File: src/source/bus_pkg.sv
package bus_pkg;

    localparam int ADDR_W = 32;
    localparam int DATA_W = 32;

    typedef logic [ADDR_W-1:0] addr_t;  // Byte address.
    typedef logic [DATA_W-1:0] word_t;
    typedef logic [1:0] size_t;

    localparam size_t SIZE_BYTE = 2'd0;
    localparam size_t SIZE_HALF = 2'd1;
    localparam size_t SIZE_WORD = 2'd2;

    // The memory is indexed by address bits 9 to 2.
    localparam int MEM_WORDS = 256;
    localparam int IDX_W = $clog2(MEM_WORDS);

    typedef logic [IDX_W-1:0] mem_idx_t;

endpackage

File: src/source/ctrl_pkg.sv
package ctrl_pkg;

    // Cycles from address acceptance to the data_ok pulse.
    localparam int MEM_LATENCY = 2;
    localparam int CNT_W = $clog2(MEM_LATENCY + 1);

    typedef logic [CNT_W-1:0] lat_cnt_t;

    // HDSK waits for addr_ok, WAIT waits for data_ok.
    typedef enum logic [1:0] {
        IDLE,
        HDSK,
        WAIT
    } fetch_state_t;

    typedef enum logic [1:0] {NONE, INST, DATA} owner_t;

endpackage

File: src/source/bus_arbiter.sv
`timescale 1ns/1ns

module bus_arbiter (
    input  logic           clk,
    input  logic           rst,
    input  logic           i_req,
    input  logic           i_wr,
    input  bus_pkg::size_t i_size,
    input  bus_pkg::addr_t i_addr,
    input  bus_pkg::word_t i_wdata,
    output bus_pkg::word_t i_rdata,
    output logic           i_addr_ok,
    output logic           i_data_ok,
    input  logic           d_req,
    input  logic           d_wr,
    input  bus_pkg::size_t d_size,
    input  bus_pkg::addr_t d_addr,
    input  bus_pkg::word_t d_wdata,
    output bus_pkg::word_t d_rdata,
    output logic           d_addr_ok,
    output logic           d_data_ok,
    output logic           m_req,
    output logic           m_wr,
    output bus_pkg::size_t m_size,
    output bus_pkg::addr_t m_addr,
    output bus_pkg::word_t m_wdata,
    input  bus_pkg::word_t m_rdata,
    input  logic           m_addr_ok,
    input  logic           m_data_ok
);

    ctrl_pkg::owner_t owner;
    logic idle;

    assign idle = (owner == ctrl_pkg::NONE);

    // Data side wins whenever it requests.
    assign m_req   = idle && (d_req || i_req);
    assign m_wr    = d_req ? d_wr    : i_wr;
    assign m_size  = d_req ? d_size  : i_size;
    assign m_addr  = d_req ? d_addr  : i_addr;
    assign m_wdata = d_req ? d_wdata : i_wdata;

    assign d_addr_ok = idle && d_req && m_addr_ok;
    assign i_addr_ok = idle && !d_req && i_req && m_addr_ok;

    assign d_data_ok = m_data_ok && (owner == ctrl_pkg::DATA);
    assign i_data_ok = m_data_ok && (owner == ctrl_pkg::INST);
    assign d_rdata   = (owner == ctrl_pkg::DATA) ? m_rdata : '0;
    assign i_rdata   = (owner == ctrl_pkg::INST) ? m_rdata : '0;

    always_ff @(posedge clk) begin
        if (rst) begin
            owner <= ctrl_pkg::NONE;
        end else if (m_data_ok) begin
            owner <= ctrl_pkg::NONE;
        end else if (m_req && m_addr_ok) begin
            owner <= d_req ? ctrl_pkg::DATA : ctrl_pkg::INST;
        end
    end

endmodule

File: config.mk
export PLATFORM = sky130hd
export DESIGN_NAME = bus_arbiter
export DESIGN_NICKNAME = d
export VERILOG_FILES = /design/src/source/bus_pkg.sv /design/src/source/ctrl_pkg.sv /design/src/source/bus_arbiter.sv
export SDC_FILE = /design/constraint.sdc
export NUM_CORES = 1
export LEC_CHECK = 0
export BUFFER_PORTS_ARGS = -buffer_cell sky130_fd_sc_hd__buf_4
export CORE_AREA = 2 2 118 120
export CTS_BUF_LIST = sky130_fd_sc_hd__clkbuf_8
export DETAILED_ROUTE_END_ITERATION = 10
export DIE_AREA = 0 0 120 122
export PLACE_DENSITY = 0.48
export SKIP_CTS_REPAIR_TIMING = 1
export SYNTH_ARGS = -nofsm -noshare
export SYNTH_HDL_FRONTEND = slang
export SYNTH_SLANG_ARGS = --single-unit
File: constraint.sdc
create_clock -name clk -period 2.5 [get_ports clk]
set_input_delay 0.375 -clock clk [delete_from_list [all_inputs] [get_ports clk]]
set_output_delay 0.375 -clock clk [all_outputs]
set_load 0.02 [all_outputs]
======== Word-level counts from Yosys, hierarchy flattened ========
Cells that the tools add are included.
storage, ports and cells
  register bits ........................... 2
  bits in latches ......................... 0
  memory bits (writable) .................. 0
  memory bits (read-only) ................. 0
  input port bits ......................... 172
  output and inout bits ................... 136
  logic and storage cells ................. 23
  memories kept ........................... 0
operators by class
  add/subtract/negate cells ............... 0
  $mul .................................... 0
  div/mod/pow operators ................... 0
  magnitude comparators ................... 0
  equal/unequal tests ..................... 2
  shift operators ......................... 0
  mux-type cells .......................... 7
  bitwise operators ....................... 0
  reduce and logical (&&, ||, !) cells .... 13
operators by type and width
  operator                                                                count
  32-bit 2-to-1 mux                                                       4
  1-bit logical AND                                                       9
  2-bit 2-to-1 mux                                                        2
  2-bit by 1-bit equality test with 1-bit output (second input constant)  1
  2-bit equality test (second input constant)                             1
  2-bit zero test                                                         1
  2-bit OR reduction                                                      1
  1-bit zero test                                                         1
  1-bit logical OR                                                        1
  1-bit 2-to-1 mux                                                        1

======== Longest topological paths before layout ========
  depth after elaboration ................. 4
  gate-level depth with buffers ........... 4
  depth with buffers taken out ............ 2

======== Worst setup path after synthesis ========
Ideal clock, no wire load.
  kind .................................... input to output
  start ................................... in d_req
  end ..................................... out m_addr[10]
  data arrival time ....................... 1.041 ns
  data required time ...................... 2.125 ns
  setup slack ............................. 1.084 ns
  stages on the path ...................... 3
  path buffers ............................ 2
  path through ............................ buf_6 clkbuf_8 mux2_2
on the way
  longest elaborated chain between the ends .. 1
ends and longest elaborated chain
  element            RTL line           RTL
  start, declared    bus_arbiter.sv:14  input logic d_req,
  32-bit 2-to-1 mux  bus_arbiter.sv:41  assign m_addr = d_req ? d_addr : i_addr;
  end, declared      bus_arbiter.sv:25  output bus_pkg::addr_t m_addr,
Every way passes these cells.

======== Final worst setup path ========
  start ................................... reg owner[1]
  end ..................................... out d_rdata[7]
on the way
  longest elaborated chain between the ends .. 2
ends and longest elaborated chain
  element                 RTL line           RTL
  start, declared         bus_arbiter.sv:32  ctrl_pkg::owner_t owner;
  start signal, assigned  bus_arbiter.sv:54  owner <= ctrl_pkg::NONE;
  start signal, assigned  bus_arbiter.sv:56  owner <= ctrl_pkg::NONE;
  start signal, assigned  bus_arbiter.sv:58  owner <= d_req ? ctrl_pkg::DATA : ctrl_pkg::INST;
  2-bit equality test     bus_arbiter.sv:49  assign d_rdata = (owner == ctrl_pkg::DATA) ? m_rdata : '0;
  32-bit 2-to-1 mux       bus_arbiter.sv:49
  end, declared           bus_arbiter.sv:19  output bus_pkg::word_t d_rdata,
Every way passes these cells.

==> qor.yml <==
setup_path:
  cp.required_ps: 2120
  cp_data_arrival_time_ps: 1500
  crit_path_max_fanout: 33
  r2r-end: "owner[1]"
  reg2reg_from: "owner[0]"
  worstPathCellList: "nor2b_4 > and2_1 > buf_4"
  max_stage_delay_ps: 520
  critPathSlowestCell: "nor2b_4"
  critPathCaptureType: "output pin"
  crit_buf_inv: 1
  rrSetupSlack_ps: 1560
  cpLargestDelayFamily: "simple AND/OR/NAND/NOR gates"
  reg2reg_depth: 2
  worst-setup-path-type: "register to output pin"
  worstSetupStartpointType: "register"
  cp.depth: 3
sta:
  period_share: 0.750
  fmax_ghz: 0.533
  final_hold_viol_count: 0
  maxSlewHeadroom: 0.635
  post-route-min-period_ps: 1880
  setup_violations: 0
  drv_slew: 0
  fin_ws_ps: 625
  fin_skew_ps: 0.418
  tightest_slew_ps: 547
  rsz0062_at_grt: "no"
  fin_setup_tns_ps: 0
placed_design:
  dp_hpwl_um: 8150
  portBuffers: 307
  dp_slack_ps: 676
  placed_cell_area_um2: 3870
  gp_congestion: 0.725
flow_run:
  drv_cap: 0
cts:
  cts_tree: "done"
  cts_max_level: 1
  cts_made_buffers: 3
  path_clk_slew_ps: 30
  insertion_delay_ps: 210
  clk_path_buf_depth: 2
  clock_sinks: 2
  cts_root_buf: "clkbuf_8"
synthesis:
  yosysWarnings: 0
  synth_nets: 331
  yosysMostFrequentCell: "mux2_2"
  avgSynthCellArea_um2: 9.20
  synth-seq-cells: 2
  yosysSeqAreaShare: 0.0274
  synth_area_leaders: "mux2_2 (52%), and2_1 (28%), clkbuf_8 (5.6%)"
  async_flop_share: 0
  synth_cell_type_count: 14
  synth_top_area_frac: 0.516
  yosysTopAreaCell: "mux2_2"
  synth-edff-count: 0
  ys.flop_type: "dfxtp_1"
  syn-instance-count: 159
  synth_commonest_cells: "mux2_2 (67), and2_1 (66), clkbuf_8 (6)"
  syn_area_um2: 1460
die:
  ioPinCount: 308
  start_util: 0.108
  die_h_um: 122
  fp.dieW_um: 120
  core_area_um2: 13500
  dieArea_um2: 14600
  rows: 43
drt:
  routed-via-count: 2330
  drt-total-wl_um: 9190
  vias_per_cell: 3.66
  route.detailed.drc: 0
  wl_per_cell_um: 14.4
  ant_nets: 0
  drt_pass1_iterations: 4
  drtIter0Drc: 54
status:
  status: "finished clean"
layout:
  reg_top3: "owner: 2 flops"
  layout-drive-gt1-share: 0.838
  area_growth_pct: 167
  diodes: 0
  fin_util: 0.290
  fin_area_um2: 3910
  largest_register: "owner"
  final_nets: 631
  largest_register_ffs: 2
global_route:
  antenna_found_initial: 3
  grt_pass1_wl_um: 12200
  grt_max_degree: 34
  grt_remaining_overflow: 0
  first_global_vias: 2247
  grt_usage: 0.106
power_and_ir_drop:
  power_density_nw_per_um2: 215
  peakVddDrop_mv: 0.0945
  p_leak_uw: 0.00206
  p_total_uw: 841
worst_hold_path:
  hp-class: "input port to register"
  worstHoldStart: "rst"
  holdPathEnd: "owner[1]"
  hold_depth: 3
## through the flow
step                hold WS, ps  std cells
global placement            535        634
CTS                         424        637
global route                443        637
floorplan                   506        159
finish                      424        637
detailed placement          553        634
## worst max path at each step
stage               startpoint           to
floorplan                d_req   m_addr[10]
global placement         d_req    m_addr[2]
detailed placement       d_req   m_wdata[8]
CTS                   owner[1]  d_rdata[26]
global route          owner[1]   d_rdata[7]
finish                owner[1]   d_rdata[7]
## cell usage in the layout (no fill, tap or decap)
| master | n |
|---|---|
| nor2_1 | 2 |
| and4bb_4 | 1 |
| clkbuf_8 | 3 |
| and2_1 | 66 |
| dfxtp_1 | 2 |
| buf_4 | 307 |
| mux2_2 | 67 |
| and4bb_2 | 1 |
| and2b_4 | 1 |
| buf_12 | 2 |
| o21a_1 | 3 |
| nor2b_4 | 1 |
| and4b_1 | 1 |
## cells by family (layout without fill, tap and decap cells)
logic type      Yosys count  in the layout  share of synthesized area
simple gates             73             73                      0.330
buf+inv                  14            312                      0.111
compound gates            3              3                     0.0154
mux                      67             67                      0.516
flops                     2              2                     0.0274
## worst min-delay path: cells and delay by family
kind / cells / cell delay [ps]
AOI/OAI and AO/OA: 1 / 90
buffers and inverters: 1 / 80
and+or+nand+nor: 1 / 40
## where the power goes
group	switching, uW	internal [uW]	leakage (uW)
registers	1.46	33.2	0.0000163
clock network	25.5	102	0.0000216
logic	287	392	0.00203
total	314	527	0.00206
## cell type report
cell class | count | area (um2)
clock buffers | 3 | 41.3
well taps | 180 | 225
flip-flops and latches | 2 | 40.0
multi-input cells | 143 | 1260
fillers | 1440 | 9590
repair buffers | 309 | 2340
## metal layers
metal,vias to the layer above,GRT usage,share of wire
met5,-,0,0.0045
met4,6,0.0176,0.0035
met3,8,0.0323,0.11
met2,165,0.196,0.52
met1,1014,0.121,0.36
li1,1137,-,-
Power figures use the tool's default switching activity.
