--- config.mk ---
export PLATFORM = sky130hd
export DESIGN_NAME = inst_fetch
export DESIGN_NICKNAME = d
export VERILOG_FILES = /design/src/source/bus_pkg.sv /design/src/source/ctrl_pkg.sv /design/src/source/inst_fetch.sv
export SDC_FILE = /design/constraint.sdc
export NUM_CORES = 1
export LEC_CHECK = 0
export ABC_AREA = 1
export BUFFER_PORTS_ARGS = -buffer_cell sky130_fd_sc_hd__buf_2
export CAP_MARGIN = 20
export CORE_MARGIN = 3
export CORE_UTILIZATION = 39
export CTS_CLUSTER_SIZE = 24
export DETAILED_ROUTE_END_ITERATION = 16
export GPL_ROUTABILITY_DRIVEN = 1
export HOLD_SLACK_MARGIN = 0.1
export PLACE_DENSITY_LB_ADDON = 0.25
export SLEW_MARGIN = 20
export SYNTH_ARGS = -nofsm -noshare
export SYNTH_HDL_FRONTEND = slang
export SYNTH_SLANG_ARGS = --single-unit
export TNS_END_PERCENT = 5
--- constraint.sdc ---
create_clock -name clk -period 1.4 [get_ports clk]
set_input_delay 0.07 -clock clk [delete_from_list [all_inputs] [get_ports clk]]
set_output_delay 0.07 -clock clk [all_outputs]
set_load 0.01 [all_outputs]
--- src/source/bus_pkg.sv ---
package bus_pkg;

    localparam int ADDR_W = 32;
    localparam int DATA_W = 32;

    typedef logic [ADDR_W-1:0] addr_t;  // Byte address.
    typedef logic [DATA_W-1:0] word_t;
    typedef logic [1:0] size_t;

    localparam size_t SIZE_BYTE = 2'd0;
    localparam size_t SIZE_HALF = 2'd1;
    localparam size_t SIZE_WORD = 2'd2;

    // The memory is indexed by address bits 9 to 2.
    localparam int MEM_WORDS = 256;
    localparam int IDX_W = $clog2(MEM_WORDS);

    typedef logic [IDX_W-1:0] mem_idx_t;

endpackage

--- src/source/ctrl_pkg.sv ---
package ctrl_pkg;

    // Cycles from address acceptance to the data_ok pulse.
    localparam int MEM_LATENCY = 2;
    localparam int CNT_W = $clog2(MEM_LATENCY + 1);

    typedef logic [CNT_W-1:0] lat_cnt_t;

    // HDSK waits for addr_ok, WAIT waits for data_ok.
    typedef enum logic [1:0] {
        IDLE,
        HDSK,
        WAIT
    } fetch_state_t;

    typedef enum logic [1:0] {NONE, INST, DATA} owner_t;

endpackage

--- src/source/inst_fetch.sv ---
`timescale 1ns/1ns

module inst_fetch (
    input  logic           clk,
    input  logic           rst,
    input  logic           is_new_pc,
    input  bus_pkg::addr_t pc,
    output bus_pkg::word_t inst,
    output logic           inst_valid,
    output logic           stall,
    output logic           clr,
    output logic           bus_req,
    output logic           bus_wr,
    output bus_pkg::size_t bus_size,
    output bus_pkg::addr_t bus_addr,
    output bus_pkg::word_t bus_wdata,
    input  bus_pkg::word_t bus_rdata,
    input  logic           bus_addr_ok,
    input  logic           bus_data_ok
);

    ctrl_pkg::fetch_state_t state, state_next;
    bus_pkg::addr_t pc_q;

    // Fetches are always word reads.
    assign bus_wr    = 1'b0;
    assign bus_size  = bus_pkg::SIZE_WORD;
    assign bus_wdata = '0;

    always_ff @(posedge clk) begin
        if (is_new_pc && state == ctrl_pkg::IDLE) begin
            pc_q <= pc;
        end
    end

    always_ff @(posedge clk) begin
        if (rst) begin
            state <= ctrl_pkg::IDLE;
        end else begin
            state <= state_next;
        end
    end

    always_comb begin
        state_next = state;
        bus_req    = 1'b0;
        bus_addr   = pc_q;
        stall      = 1'b0;
        case (state)
            ctrl_pkg::IDLE: begin
                if (is_new_pc) begin
                    bus_req    = 1'b1;
                    bus_addr   = pc;  // The new PC goes out in the cycle it arrives.
                    stall      = 1'b1;
                    state_next = bus_addr_ok ? ctrl_pkg::WAIT : ctrl_pkg::HDSK;
                end
            end
            ctrl_pkg::HDSK: begin
                bus_req = 1'b1;
                stall   = 1'b1;
                if (bus_addr_ok) begin
                    state_next = ctrl_pkg::WAIT;
                end
            end
            ctrl_pkg::WAIT: begin
                stall = !bus_data_ok;
                if (bus_data_ok) begin
                    state_next = ctrl_pkg::IDLE;
                end
            end
            default: state_next = ctrl_pkg::IDLE;
        endcase
    end

    assign clr        = stall;  // The front end is flushed for as long as it stalls.
    assign inst_valid = (state == ctrl_pkg::WAIT) && bus_data_ok;
    assign inst       = bus_rdata;

endmodule

# --- Word-level counts from Yosys, hierarchy flattened ---
# Index checks and enable logic that the tools add are counted.
# Widths: inputs -> output; s select.
totals:
  regBits: 34
  in_bits: 69
  out_inout_bits: 103
  elab_cells: 22
op_classes:
  eq_ne: 5
  mux: 10
  reduce_logical: 5
ops:
  columns: ["cell", "count"]
  rows:
  - ["$mux 32", 2]
  - ["$mux 2", 4]
  - ["$ne 2x2->1 const B", 3]
  - ["$pmux 2 s3", 1]
  - ["$pmux 1 s3", 1]
  - ["$reduce_and 3->1", 1]
  - ["$eq 2x1->1 const B", 1]
  - ["$eq 2x2->1 const B", 1]
  - ["$logic_and 1x1->1", 2]
  - ["$logic_not 2->1", 1]
  - ["$pmux 1 s2", 1]
  - ["$logic_not 1->1", 1]
  - ["$mux 1", 1]

# --- Depth between registers and ports, before layout ---
depth:
  word_depth: 3
  depth_mapped: 6
  depth_no_buf: 5

# --- Worst setup path after synthesis ---
# OpenSTA, ideal clock, no wires.
synth_timing:
  path_type: "flip-flop to flip-flop"
  from: "reg state[1]"
  to: "reg pc_q[0], enable pin"
  setup_ps: 315
  arrival_ps: 833
  slack_ps: 253
  path_stages_with_launch: 5
  n_path_buf: 1
  period_less_slack_ps: 1147
  cell_sequence: "dfxtp_1 > nor2_4 > nand2_4 > inv_4 > buf_12"
synth_via:
  elab_chain_len: 2
synth_lines:
  columns: ["item", "line_no", "text"]
  rows:
  - ["start, declared", "inst_fetch.sv:22", "ctrl_pkg::fetch_state_t state, state_next;"]
  - ["start signal, assigned", "inst_fetch.sv:38", "state <= ctrl_pkg::IDLE;"]
  - ["start signal, assigned", "inst_fetch.sv:40", "state <= state_next;"]
  - ["$logic_not 2->1", "inst_fetch.sv:31", "if (is_new_pc && state == ctrl_pkg::IDLE) begin"]
  - ["$logic_and 1x1->1", "inst_fetch.sv:31", null]
  - ["end signal, assigned", "inst_fetch.sv:32", "pc_q <= pc;"]
  - ["end, declared", "inst_fetch.sv:23", "bus_pkg::addr_t pc_q;"]
# No other way between the ends.
# A chain may end at the register's enable or synchronous reset.

# --- Final worst setup path ---
layout_timing:
  from: "reg state[1]"
  to: "out bus_addr[29]"
layout_via:
  elab_chain_len: 2
layout_lines:
  columns: ["item", "line_no", "text"]
  rows:
  - ["$logic_not 2->1", "inst_fetch.sv:49", "case (state)"]
  - ["$mux 32", "inst_fetch.sv:49", null]
  - ["end, declared", "inst_fetch.sv:15", "output bus_pkg::addr_t bus_addr,"]
# No other way between the ends.

==> impl_metrics.yaml <==
synthesis:
  yosysSeqAreaShare_pct: 48.5
  ys_seq_elements: 34
  ys_types: 17
  synth_top_cell_area_share_pct: 46.5
  synth_cells: 227
  synth_warnings: 0
  synth-simple-area-share_pct: 21.3
  synth_area_per_cell_sq_um: 9.10
  muxShareOfSynthArea_pct: 0
  synth_top_family_by_area: "buffers and inverters"
  synth_largest_area_cell: "edfxtp_1"
  synth-compound-area-share_pct: 0.485
  synth_area_leaders: "edfxtp_1 47%, buf_4 25%, nand2_1 16%"
  synth_area_sq_mm: 0.00207
  synthXorXnorAreaFrac_pct: 0
  synthAdderAreaFrac_pct: 0
critical_path:
  reg2reg_slack_ns: 0.07
  path_buf_inv: 3
  worstRegToRegCells: 5
  timing.rr.end: "pc_q[28]$_DFFE_PP_"
  worstPathMaxFanout: 8
  worstPathCellList: "nor2_4 -> nand2_4 -> inv_8 -> clkbuf_16 -> nand2_2 -> nand2_1 -> buf_2"
  cp-start-kind: "flop"
  crit_path_end_kind: "primary output"
  cp-startpoint: "state[1]$_SDFFE_PP0P_"
  critical_path_class: "reg2out"
  required_ns: 1.33
  max_stage_delay_ns: 0.34
  crit_cells: 7
  crit_path_top_delay_cell: "dfxtp_2"
  worstReg2RegStart: "state[1]$_SDFFE_PP0P_"
  worst_ep_arrival_time_ns: 1.33
  path_delay_family: "buffers and inverters"
  crit_path_end: "bus_addr[29]"
detailed_routing:
  viasPerCell: 4.10
  wl_met3_um: 393
  wl_met2_mm: 2.53
  num_vias: 1546
  antenna_left: 0
  top_layer_used: "met4"
  drt-total-wl_mm: 4.74
  wl_met1_mm: 1.74
  dr.pass1.iters: 4
  post_drt_wl_per_cell_um: 12.6
  drc_errors: 0
  drt_iter0_markers: 62
die:
  num_rows: 25
  ios: 172
  initial_core_util_pct: 42.1
  die_area_sq_mm: 0.00621
  coreArea_sq_mm: 0.00491
  die_h_um: 78.8
  die_w_um: 78.8
placement:
  hpwl_mm: 2.98
  dp_slack_ns: 0.243
  gp_congestion: 0.690
  io_buffers: 72
  numPlacedInstances: 329
power_and_ir_drop:
  leakage_uw: 0.00137
  p_per_area_mw_per_mm2: 956
  irDropWorstVdd_uv: 620
grt:
  grt-ovfl-total: 0
  grt_max_degree: 18
  track_usage_pct: 15.1
  grt_pass1_wl_mm: 7.26
  grt_pass1_vias: 1497
  antenna_found_initial: 0
sta:
  period_needed_ns: 1.40
  maxClockFrequency_mhz: 713
  grt_setup_unrepaired: "true"
  fin_worst_skew_ns: 0.00226
  hold_ws_ns: 0.140
  finalCritPeriodShare_pct: 100
  hold_violations: 0
  setup_viol: 1
  finalWorstSetupSlack_ns: -0.00261
  final_max_slew_viol_count: 0
cells_and_area:
  final_cells: 377
  fillers: 455
  num_antenna_cells: 0
  syn2layout_area_growth_pct: 30.5
  drive_gt1_share_pct: 32.9
  nNetsFinal: 379
clocking:
  cts.htree.levels: 2
  cts_buffer_depth: 2
  numClockSinks: 34
  cts_root_buf: "clkbuf_8"
  cts_tree: "yes"
  clk_latency_ns: 0.28
  numCtsBuffers: 5
  clk_pin_slew_worst_paths_ns: 0.06
outcome:
  status: "finished with violations"
  violations: "setup timing"
job:
  max_cap_viol_count: 0
hold_path:
  hp-class: "in2out"
[flip-flops by register name, indices dropped and copies added, names as in the netlist]
signal,count
pc_q,32
state,2
[where the power goes]
group | leakage (uW) | internal, uW | switching (uW)
Clock | 0.0000383 | 342 | 333
Combinational | 0.00101 | 329 | 360
Sequential | 0.000324 | 1190 | 19.6
[cells in the mapped netlist]
| library cell | number |
|---|---|
| buf_12 | 1 |
| buf_2 | 2 |
| buf_4 | 69 |
| buf_6 | 2 |
| conb_1 | 2 |
| dfxtp_1 | 2 |
| edfxtp_1 | 32 |
| inv_1 | 8 |
| inv_4 | 1 |
| nand2_1 | 90 |
| nand2_2 | 9 |
| nand2_4 | 1 |
| nand3_1 | 2 |
| nor2_1 | 1 |
| nor2_4 | 1 |
| nor3_1 | 2 |
| o21ai_0 | 2 |
[stage by stage]
stage	total power (uW)	area, sq um	utilization [%]	setup TNS [ns]
floorplan	1710	2190	-	0
global placement	1750	2120	43.1	0
detailed placement	1760	2120	43.1	0
CTS	2560	2620	53.3	-0.0110
global route	2730	2700	54.9	-1.83
finish	2580	2700	54.9	-0.00261
[cell usage in the layout, fill, tap and decap left out]
cell / count
nand2_1: 89
nand2_4: 1
nand2_2: 10
nor2_4: 1
inv_8: 1
buf_6: 2
inv_1: 8
buf_2: 71
clkbuf_1: 2
dfxtp_2: 2
clkbuf_16: 2
buf_4: 3
edfxtp_1: 32
buf_12: 2
o21ai_0: 2
dlygate4sd3_1: 35
nor3_1: 2
bufbuf_16: 2
clkbuf_8: 5
nand3_1: 2
conb_1: 35
nor2_1: 1
[cell families after synthesis]
family / count (synthesis)
compound gates: 2
buf+inv: 83
flops: 34
other cells: 2
simple gates: 106
[layout make-up]
cell class              count  area (sq um)  share of cell area [%]
inverters                   9          41.3                    1.53
repair buffers            117           906                    33.6
clock buffers               7          76.3                    2.83
flip-flops and latches     34          1000                    37.2
multi-input cells         143           584                    21.7
well taps                  67          83.8                    3.11
[worst min-delay path by stage]
stage | start | slack [ns] | depth (start not counted) | end
final | bus_rdata[17] | 0.14 | 0 | inst[17]
after global routing | bus_rdata[9] | 0.14 | 0 | inst[9]
after CTS | bus_rdata[10] | 0.14 | 0 | inst[10]
after detailed placement | bus_rdata[10] | 0.14 | 0 | inst[10]
after global placement | bus_rdata[10] | 0.14 | 0 | inst[10]
after floorplan | rst | 0.15 | 1 | state[0]$_SDFFE_PP0P_
[routing by layer]
metal | up-vias | global-route usage (%)
li1 | 765 | -
met1 | 687 | 16.5
met2 | 82 | 27.2
met3 | 12 | 5.56
met4 | 0 | 4.72
met5 | - | 0
[repair_timing]
action                                 4_1_cts  5_1_grt
endpoints found under the hold margin       34        0
hold buffers                                35        0
setup endpoints to repair                   32       34
setup buffers                                0        2
resized for setup                            4        3
cloned                                       2        2
Power figures use the tool's default switching activity.
