`config.mk`:
```
export PLATFORM = sky130hd
export DESIGN_NAME = data_access
export DESIGN_NICKNAME = d
export VERILOG_FILES = /design/src/source/bus_pkg.sv /design/src/source/ctrl_pkg.sv /design/src/source/data_access.sv
export SDC_FILE = /design/constraint.sdc
export NUM_CORES = 1
export LEC_CHECK = 0
export BUFFER_PORTS_ARGS = -buffer_cell sky130_fd_sc_hd__buf_2
export CORE_ASPECT_RATIO = 1.25
export CORE_MARGIN = 5
export CORE_UTILIZATION = 49
export CTS_CLUSTER_SIZE = 24
export DETAILED_ROUTE_END_ITERATION = 12
export GPL_ROUTABILITY_DRIVEN = 0
export HOLD_SLACK_MARGIN = 0.02
export PLACE_DENSITY = 0.85
export RECOVER_POWER = 50
export SYNTH_ARGS = -nofsm -noshare
export SYNTH_HDL_FRONTEND = slang
export SYNTH_SLANG_ARGS = --single-unit
```
`constraint.sdc`:
```
create_clock -name clk -period 2.2 [get_ports clk]
set_input_delay 0.22 -clock clk [delete_from_list [all_inputs] [get_ports clk]]
set_output_delay 0.22 -clock clk [all_outputs]
set_load 0.02 [all_outputs]
```
`src/source/bus_pkg.sv`:
```
package bus_pkg;

    localparam int ADDR_W = 32;
    localparam int DATA_W = 32;

    typedef logic [ADDR_W-1:0] addr_t;  // Byte address.
    typedef logic [DATA_W-1:0] word_t;
    typedef logic [1:0] size_t;

    localparam size_t SIZE_BYTE = 2'd0;
    localparam size_t SIZE_HALF = 2'd1;
    localparam size_t SIZE_WORD = 2'd2;

    // The memory is indexed by address bits 9 to 2.
    localparam int MEM_WORDS = 256;
    localparam int IDX_W = $clog2(MEM_WORDS);

    typedef logic [IDX_W-1:0] mem_idx_t;

endpackage

```
`src/source/ctrl_pkg.sv`:
```
package ctrl_pkg;

    // Cycles from address acceptance to the data_ok pulse.
    localparam int MEM_LATENCY = 2;
    localparam int CNT_W = $clog2(MEM_LATENCY + 1);

    typedef logic [CNT_W-1:0] lat_cnt_t;

    // HDSK waits for addr_ok, WAIT waits for data_ok.
    typedef enum logic [1:0] {
        IDLE,
        HDSK,
        WAIT
    } fetch_state_t;

    typedef enum logic [1:0] {NONE, INST, DATA} owner_t;

endpackage

```
`src/source/data_access.sv`:
```
`timescale 1ns/1ns

module data_access (
    input  logic           clk,
    input  logic           rst,
    input  logic           mem_en,
    input  logic           mem_wr,
    input  bus_pkg::size_t mem_size,
    input  bus_pkg::addr_t mem_addr,
    input  bus_pkg::word_t mem_wdata,
    output bus_pkg::word_t load_data,
    output logic           load_valid,
    output logic           mem_stall,
    output logic           bus_req,
    output logic           bus_wr,
    output bus_pkg::size_t bus_size,
    output bus_pkg::addr_t bus_addr,
    output bus_pkg::word_t bus_wdata,
    input  bus_pkg::word_t bus_rdata,
    input  logic           bus_addr_ok,
    input  logic           bus_data_ok
);

    ctrl_pkg::fetch_state_t state, state_next;
    logic wr_q;
    bus_pkg::size_t size_q;
    bus_pkg::addr_t addr_q;
    bus_pkg::word_t wdata_q;
    bus_pkg::word_t store_data;
    logic start;

    assign start = (state == ctrl_pkg::IDLE) && mem_en;

    always_ff @(posedge clk) begin
        if (start) begin
            wr_q    <= mem_wr;
            size_q  <= mem_size;
            addr_q  <= mem_addr;
            wdata_q <= mem_wdata;
        end
    end

    always_ff @(posedge clk) begin
        if (rst) begin
            state <= ctrl_pkg::IDLE;
        end else begin
            state <= state_next;
        end
    end

    // In IDLE the request comes straight from the pipeline, later from the latched copy.
    assign bus_req  = start || (state == ctrl_pkg::HDSK);
    assign bus_wr   = start ? mem_wr : wr_q;
    assign bus_size = start ? mem_size : size_q;
    assign bus_addr = start ? mem_addr : addr_q;
    assign store_data = start ? mem_wdata : wdata_q;

    always_comb begin
        case (bus_size)
            bus_pkg::SIZE_BYTE: bus_wdata = {4{store_data[7:0]}};
            bus_pkg::SIZE_HALF: bus_wdata = {2{store_data[15:0]}};
            default:            bus_wdata = store_data;
        endcase
    end

    always_comb begin
        state_next = state;
        case (state)
            ctrl_pkg::IDLE: if (mem_en) state_next = bus_addr_ok ? ctrl_pkg::WAIT : ctrl_pkg::HDSK;
            ctrl_pkg::HDSK: if (bus_addr_ok) state_next = ctrl_pkg::WAIT;
            ctrl_pkg::WAIT: if (bus_data_ok) state_next = ctrl_pkg::IDLE;
            default:        state_next = ctrl_pkg::IDLE;
        endcase
    end

    assign mem_stall = bus_req || (state == ctrl_pkg::WAIT && !bus_data_ok);
    assign load_valid = (state == ctrl_pkg::WAIT) && bus_data_ok && !wr_q;

    always_comb begin
        case (size_q)
            bus_pkg::SIZE_BYTE: load_data = {24'd0, bus_rdata[8*addr_q[1:0] +: 8]};
            bus_pkg::SIZE_HALF: load_data = {16'd0, bus_rdata[16*addr_q[1] +: 16]};
            default:            load_data = bus_rdata;
        endcase
    end

endmodule

```
---- After elaboration in Yosys (flattened, before gate mapping) ----
Cells that the tools add are included.
word-level totals
  register bits after elaboration ......... 69
  latch bits .............................. 0
  bits in writable memories ............... 0
  memory bits (read-only) ................. 0
  input bits .............................. 104
  output and inout port bits .............. 102
  memories ................................ 0
operators by class
  add/subtract/negate cells ............... 0
  $mul .................................... 0
  div/mod/pow operators ................... 0
  magnitude comparators ................... 0
  eq/ne operators ......................... 7
  shift operators ......................... 2
  mux-type cells .......................... 11
  bitwise operators ....................... 0
  reductions and logical operators ........ 12
operators by type and width
  cell                                                  count
  one-hot mux 32 bit (2 select lines)                   2
  two-way mux 32 bit                                    2
  indexed part select 32 x 6 -> 16 bit                  1
  indexed part select 32 x 6 -> 8 bit                   1
  two-way mux 2 bit                                     5
  equality test 2 x 1 -> 1 bit (second input constant)  3
  logical NOT 2 bit                                     3
  inequality test 2 bit (second input constant)         3
  one-hot mux 2 bit (3 select lines)                    1
  logical AND 1 bit                                     4
  AND reduction 3 bit                                   1
  equality test 2 bit (second input constant)           1
  logical NOT 1 bit                                     2
  logical OR 1 bit                                      2
  two-way mux 1 bit                                     1

---- Depth between registers and ports, before layout ----
  depth in word-level cells ............... 5
  depth in mapped cells ................... 6
  mapped depth without buffers ............ 3

---- Worst setup path after synthesis ----
No wires, ideal clock.
  kind .................................... reg2out
  start ................................... reg state[1]
  end ..................................... out bus_addr[1]
  arrival ................................. 1.400 ns
  data required time ...................... 1.980 ns
  setup slack ............................. 0.580 ns
  stages on the path, launching flop included .. 6
  cells stage by stage .................... dfxtp_1 nor3b_2 buf_6 buf_12 buf_4 o21ai_0
on the way
  word-level cells in the longest chain between the ends .. 3
RTL lines
  element                 RTL line           source
  from (decl)             data_access.sv:24  ctrl_pkg::fetch_state_t state, state_next;
  from (signal assigned)  data_access.sv:45  state <= ctrl_pkg::IDLE;
  from (signal assigned)  data_access.sv:47  state <= state_next;
  logical NOT 2 bit       data_access.sv:32  assign start = (state == ctrl_pkg::IDLE) && mem_en;
  logical AND 1 bit       data_access.sv:32
  two-way mux 32 bit      data_access.sv:55  assign bus_addr = start ? mem_addr : addr_q;
  to (decl)               data_access.sv:17  output bus_pkg::addr_t bus_addr,
No other way between the ends.

---- Worst setup path in the final report ----
  start ................................... reg size_q[0]
  end ..................................... out load_data[3]
on the way
  word-level cells in the longest chain between the ends .. 2
  elaborated cells between the ends (all ways) .. 3
RTL lines
  element                                                                   RTL line           source
  from (decl)                                                               data_access.sv:26  bus_pkg::size_t size_q;
  from (signal assigned)                                                    data_access.sv:37  size_q <= mem_size;
  equality test 2 x 1 -> 1 bit / logical NOT 2 bit (equally long branches)  data_access.sv:80  case (size_q)
  one-hot mux 32 bit (2 select lines) (*)                                   data_access.sv:80
  to (decl)                                                                 data_access.sv:11  output bus_pkg::word_t load_data,
Mark *: on every way between the ends. The rest lies on a longest branch, timed or not.

==> impl_metrics.env <==
export IMPL_hpwl_mm=8.20
export IMPL_synth_top_area_cell="dfxtp_1"
export IMPL_start_util_pct=50.0
export IMPL_placed_area_mm2=0.00482
export IMPL_wl_met2_mm=5.80
export IMPL_power_total_w=0.00444
export IMPL_numCtsBuffers=9
export IMPL_crit_chain="buf_4, nor2b_1, nor2_1, a221o_1, buf_2"
export IMPL_io_pins=206
export IMPL_syn_to_final_growth_pct=31.0
export IMPL_synth_compound_area_share_pct=13.7
export IMPL_worstMarginPinSlew_ns=0.554
export IMPL_synth_area_leaders="dfxtp_1 36%, mux2_2 22%, mux2i_1 12%"
export IMPL_finalSetupViolations=0
export IMPL_clk_pin_slew_ns=0.08
export IMPL_die_area_mm2=0.00980
export IMPL_clock_latency_ns=0.35
export IMPL_ys_flop_type="dfxtp_1"
export IMPL_max_freq_mhz=474
export IMPL_endpoint_kind="primary output"
export IMPL_gr_usage_all_layers_pct=21.3
export IMPL_yosysUniqueCellTypes=33
export IMPL_wl_per_cell_um=17.4
export IMPL_powerDensity_mw_per_mm2=874
export IMPL_hold_viol=0
export IMPL_htree_levels=3
export IMPL_drt_vias_per_instance=5.45
export IMPL_finClkSkew_ns=0.00864
export IMPL_synth_mux_area_share_pct=33.9
export IMPL_avgSynthCellArea_um2=10.9
export IMPL_min_period_ns=2.11
export IMPL_ys_seq_area_share_pct=35.6
export IMPL_grt_pass1_wl_mm=16.4
export IMPL_die_h_um=109
export IMPL_startpoint_type="flop"
export IMPL_slowest_delay_ns=0.38
export IMPL_first_pass_iters=4
export IMPL_netlist_area_mm2=0.00387
export IMPL_synth_async_reset_ratio_pct=0
export IMPL_met3_length_mm=1.13
export IMPL_synth_top_family_by_area="multiplexers"
export IMPL_final_setup_tns_ns=0
export IMPL_yosys_area_share_xor_xnor_pct=0
export IMPL_synthSimpleGateAreaFrac_pct=9.43
export IMPL_final_max_slew_viol_count=0
export IMPL_yosys_area_share_adder_pct=0
export IMPL_max_vdd_ir_drop_uv=798
export IMPL_grt_max_degree=84
export IMPL_critical_path_arrival_ns=1.89
export IMPL_drt_iter0_markers=136
export IMPL_drt_met1_wl_mm=4.17
export IMPL_ys_warn_count=0
export IMPL_status="finished clean"
export IMPL_reg2reg_depth=4
export IMPL_finalCritPeriodShare_pct=95.8
export IMPL_design_area_mm2=0.00508
export IMPL_rr_startpoint="state[1]"
export IMPL_crit_fanout=22
export IMPL_top_layer="met4"
export IMPL_port_buffers=205
export IMPL_clock_path_buffers=2
export IMPL_std_cell_rows=36
export IMPL_min_path_cells=2
export IMPL_holdCritStartpoint="rst"
export IMPL_syn_nets=460
export IMPL_drv_cap=0
export IMPL_finalNetCount=654
export IMPL_slew_headroom_pct=63.1
export IMPL_drive_gt1_share_pct=57.1
export IMPL_ant_nets=0
export IMPL_multiInputGateArea_mm2=0.00222
export IMPL_cts_tree="yes"
export IMPL_grt_pass1_vias=3519
export IMPL_leakage_nw=2.38
export IMPL_core_area_mm2=0.00775
export IMPL_hold_path_class="in -> reg"
export IMPL_crit_type="reg -> out"
export IMPL_reg2reg_to="wdata_q[16]"
export IMPL_rrSetupSlack_ns=0.55
export IMPL_cts_root_buf="clkbuf_8"
export IMPL_yosysTopAreaCellShare_pct=35.6
export IMPL_antenna_found_initial=0
export IMPL_drt_wl_total_mm=11.3
export IMPL_synth_most_common_cell="mux2_2"
export IMPL_worst_ep_required_time_ns=1.98
export IMPL_synth_cells_most_frequent="74 x mux2_2, 69 x dfxtp_1, 48 x mux2i_1"
export IMPL_synthCells=356
export IMPL_dieWidth_um=89.5
export IMPL_via_count=3545
export IMPL_synth_seq_cells=69
export IMPL_seq_area_mm2=0.00138
export IMPL_synth_edf_count=0
export IMPL_overflow=0
export IMPL_cp_slowest_cell="a221o_1"
export IMPL_diodes=0
export IMPL_clock_sinks=69
export IMPL_holdPathEnd="state[1]"
export IMPL_route_detailed_drc=0
export IMPL_fillers=641
layout make-up:
| type | instances | share of cell area [%] |
|---|---|---|
| clock buffers | 11 | 2.79 |
| well taps | 95 | 2.34 |
| multi-input cells | 251 | 43.8 |
| clock inverters | 5 | 1.16 |
| flip-flops and latches | 69 | 27.2 |
| inverters | 2 | 0.148 |
| repair buffers | 217 | 22.5 |
state kept, by name, indices dropped and copies added (netlist names):
| signal | count |
|---|---|
| size_q | 2 |
| wr_q | 1 |
| state | 2 |
| addr_q | 32 |
| wdata_q | 32 |
what timing repair did:
action                     4_1_cts  5_1_grt
hold buffers                     1        0
resized for setup                0        3
buffers inserted                 0        2
hold endpoints to repair         1        0
setup endpoints to repair        0       52
how the worst max path moves through the flow:
| stage | startpoint | endpoint | slack (ns) | cells after the start |
|---|---|---|---|---|
| 6_report | size_q[0] | load_data[3] | 0.09 | 5 |
| 5_1_grt | state[1] | bus_addr[1] | -0.008 | 5 |
| 4_1_cts | state[1] | bus_wdata[4] | 0.002 | 4 |
| 3_5_place_dp | state[1] | bus_wdata[2] | 0.39 | 4 |
| 3_3_place_gp | state[1] | bus_wdata[6] | 0.43 | 4 |
| 2_1_floorplan | state[1] | bus_addr[1] | 0.58 | 5 |
critical path, delay by kind of cell (launching register included):
family / cells / cell delay (ns)
buf+inv: 2 / 0.37
flops: 1 / 0.30
compound gates: 1 / 0.38
simple gates: 2 / 0.48
per-layer routing:
layer | vias up | track usage (%)
met4 | 0 | 9.15
li1 | 1714 | -
met3 | 22 | 5.55
met5 | - | 0
met2 | 179 | 38.7
met1 | 1630 | 22.7
logic make-up after synthesis:
family | after synthesis
multiplexers | 122
AO/OA/AOI/OAI | 71
flip-flops | 69
AND/OR/NAND/NOR | 58
buffers and inverters | 36
metrics by stage:
step,utilization (%),instances,hold slack (ns),setup slack (ns)
after global placement,62.2,629,0.400,0.431
after CTS,64.9,646,0.0207,0.00183
after floorplan,-,356,0.289,0.580
after global routing,65.5,650,0.0234,-0.00823
after detailed placement,62.2,629,0.397,0.393
final,65.5,650,0.0365,0.0925
cell usage in the layout, fill, tap and decap left out, drive strengths merged, types with 12 or more instances in the layout:
cell type,synthesis,routed
mux2i,48,48
clkbuf,3,12
a22o,16,16
a211oi,16,16
mux2,74,74
and2,16,16
o21ai,13,13
buf,31,215
nor2b,21,21
dfxtp,69,69
report_power, final:
part           switching (W)  internal (W)
combinational        0.00102      0.000778
sequential          0.000126       0.00146
clock               0.000500      0.000557
total                0.00164       0.00280
Power figures use the tool's default switching activity.
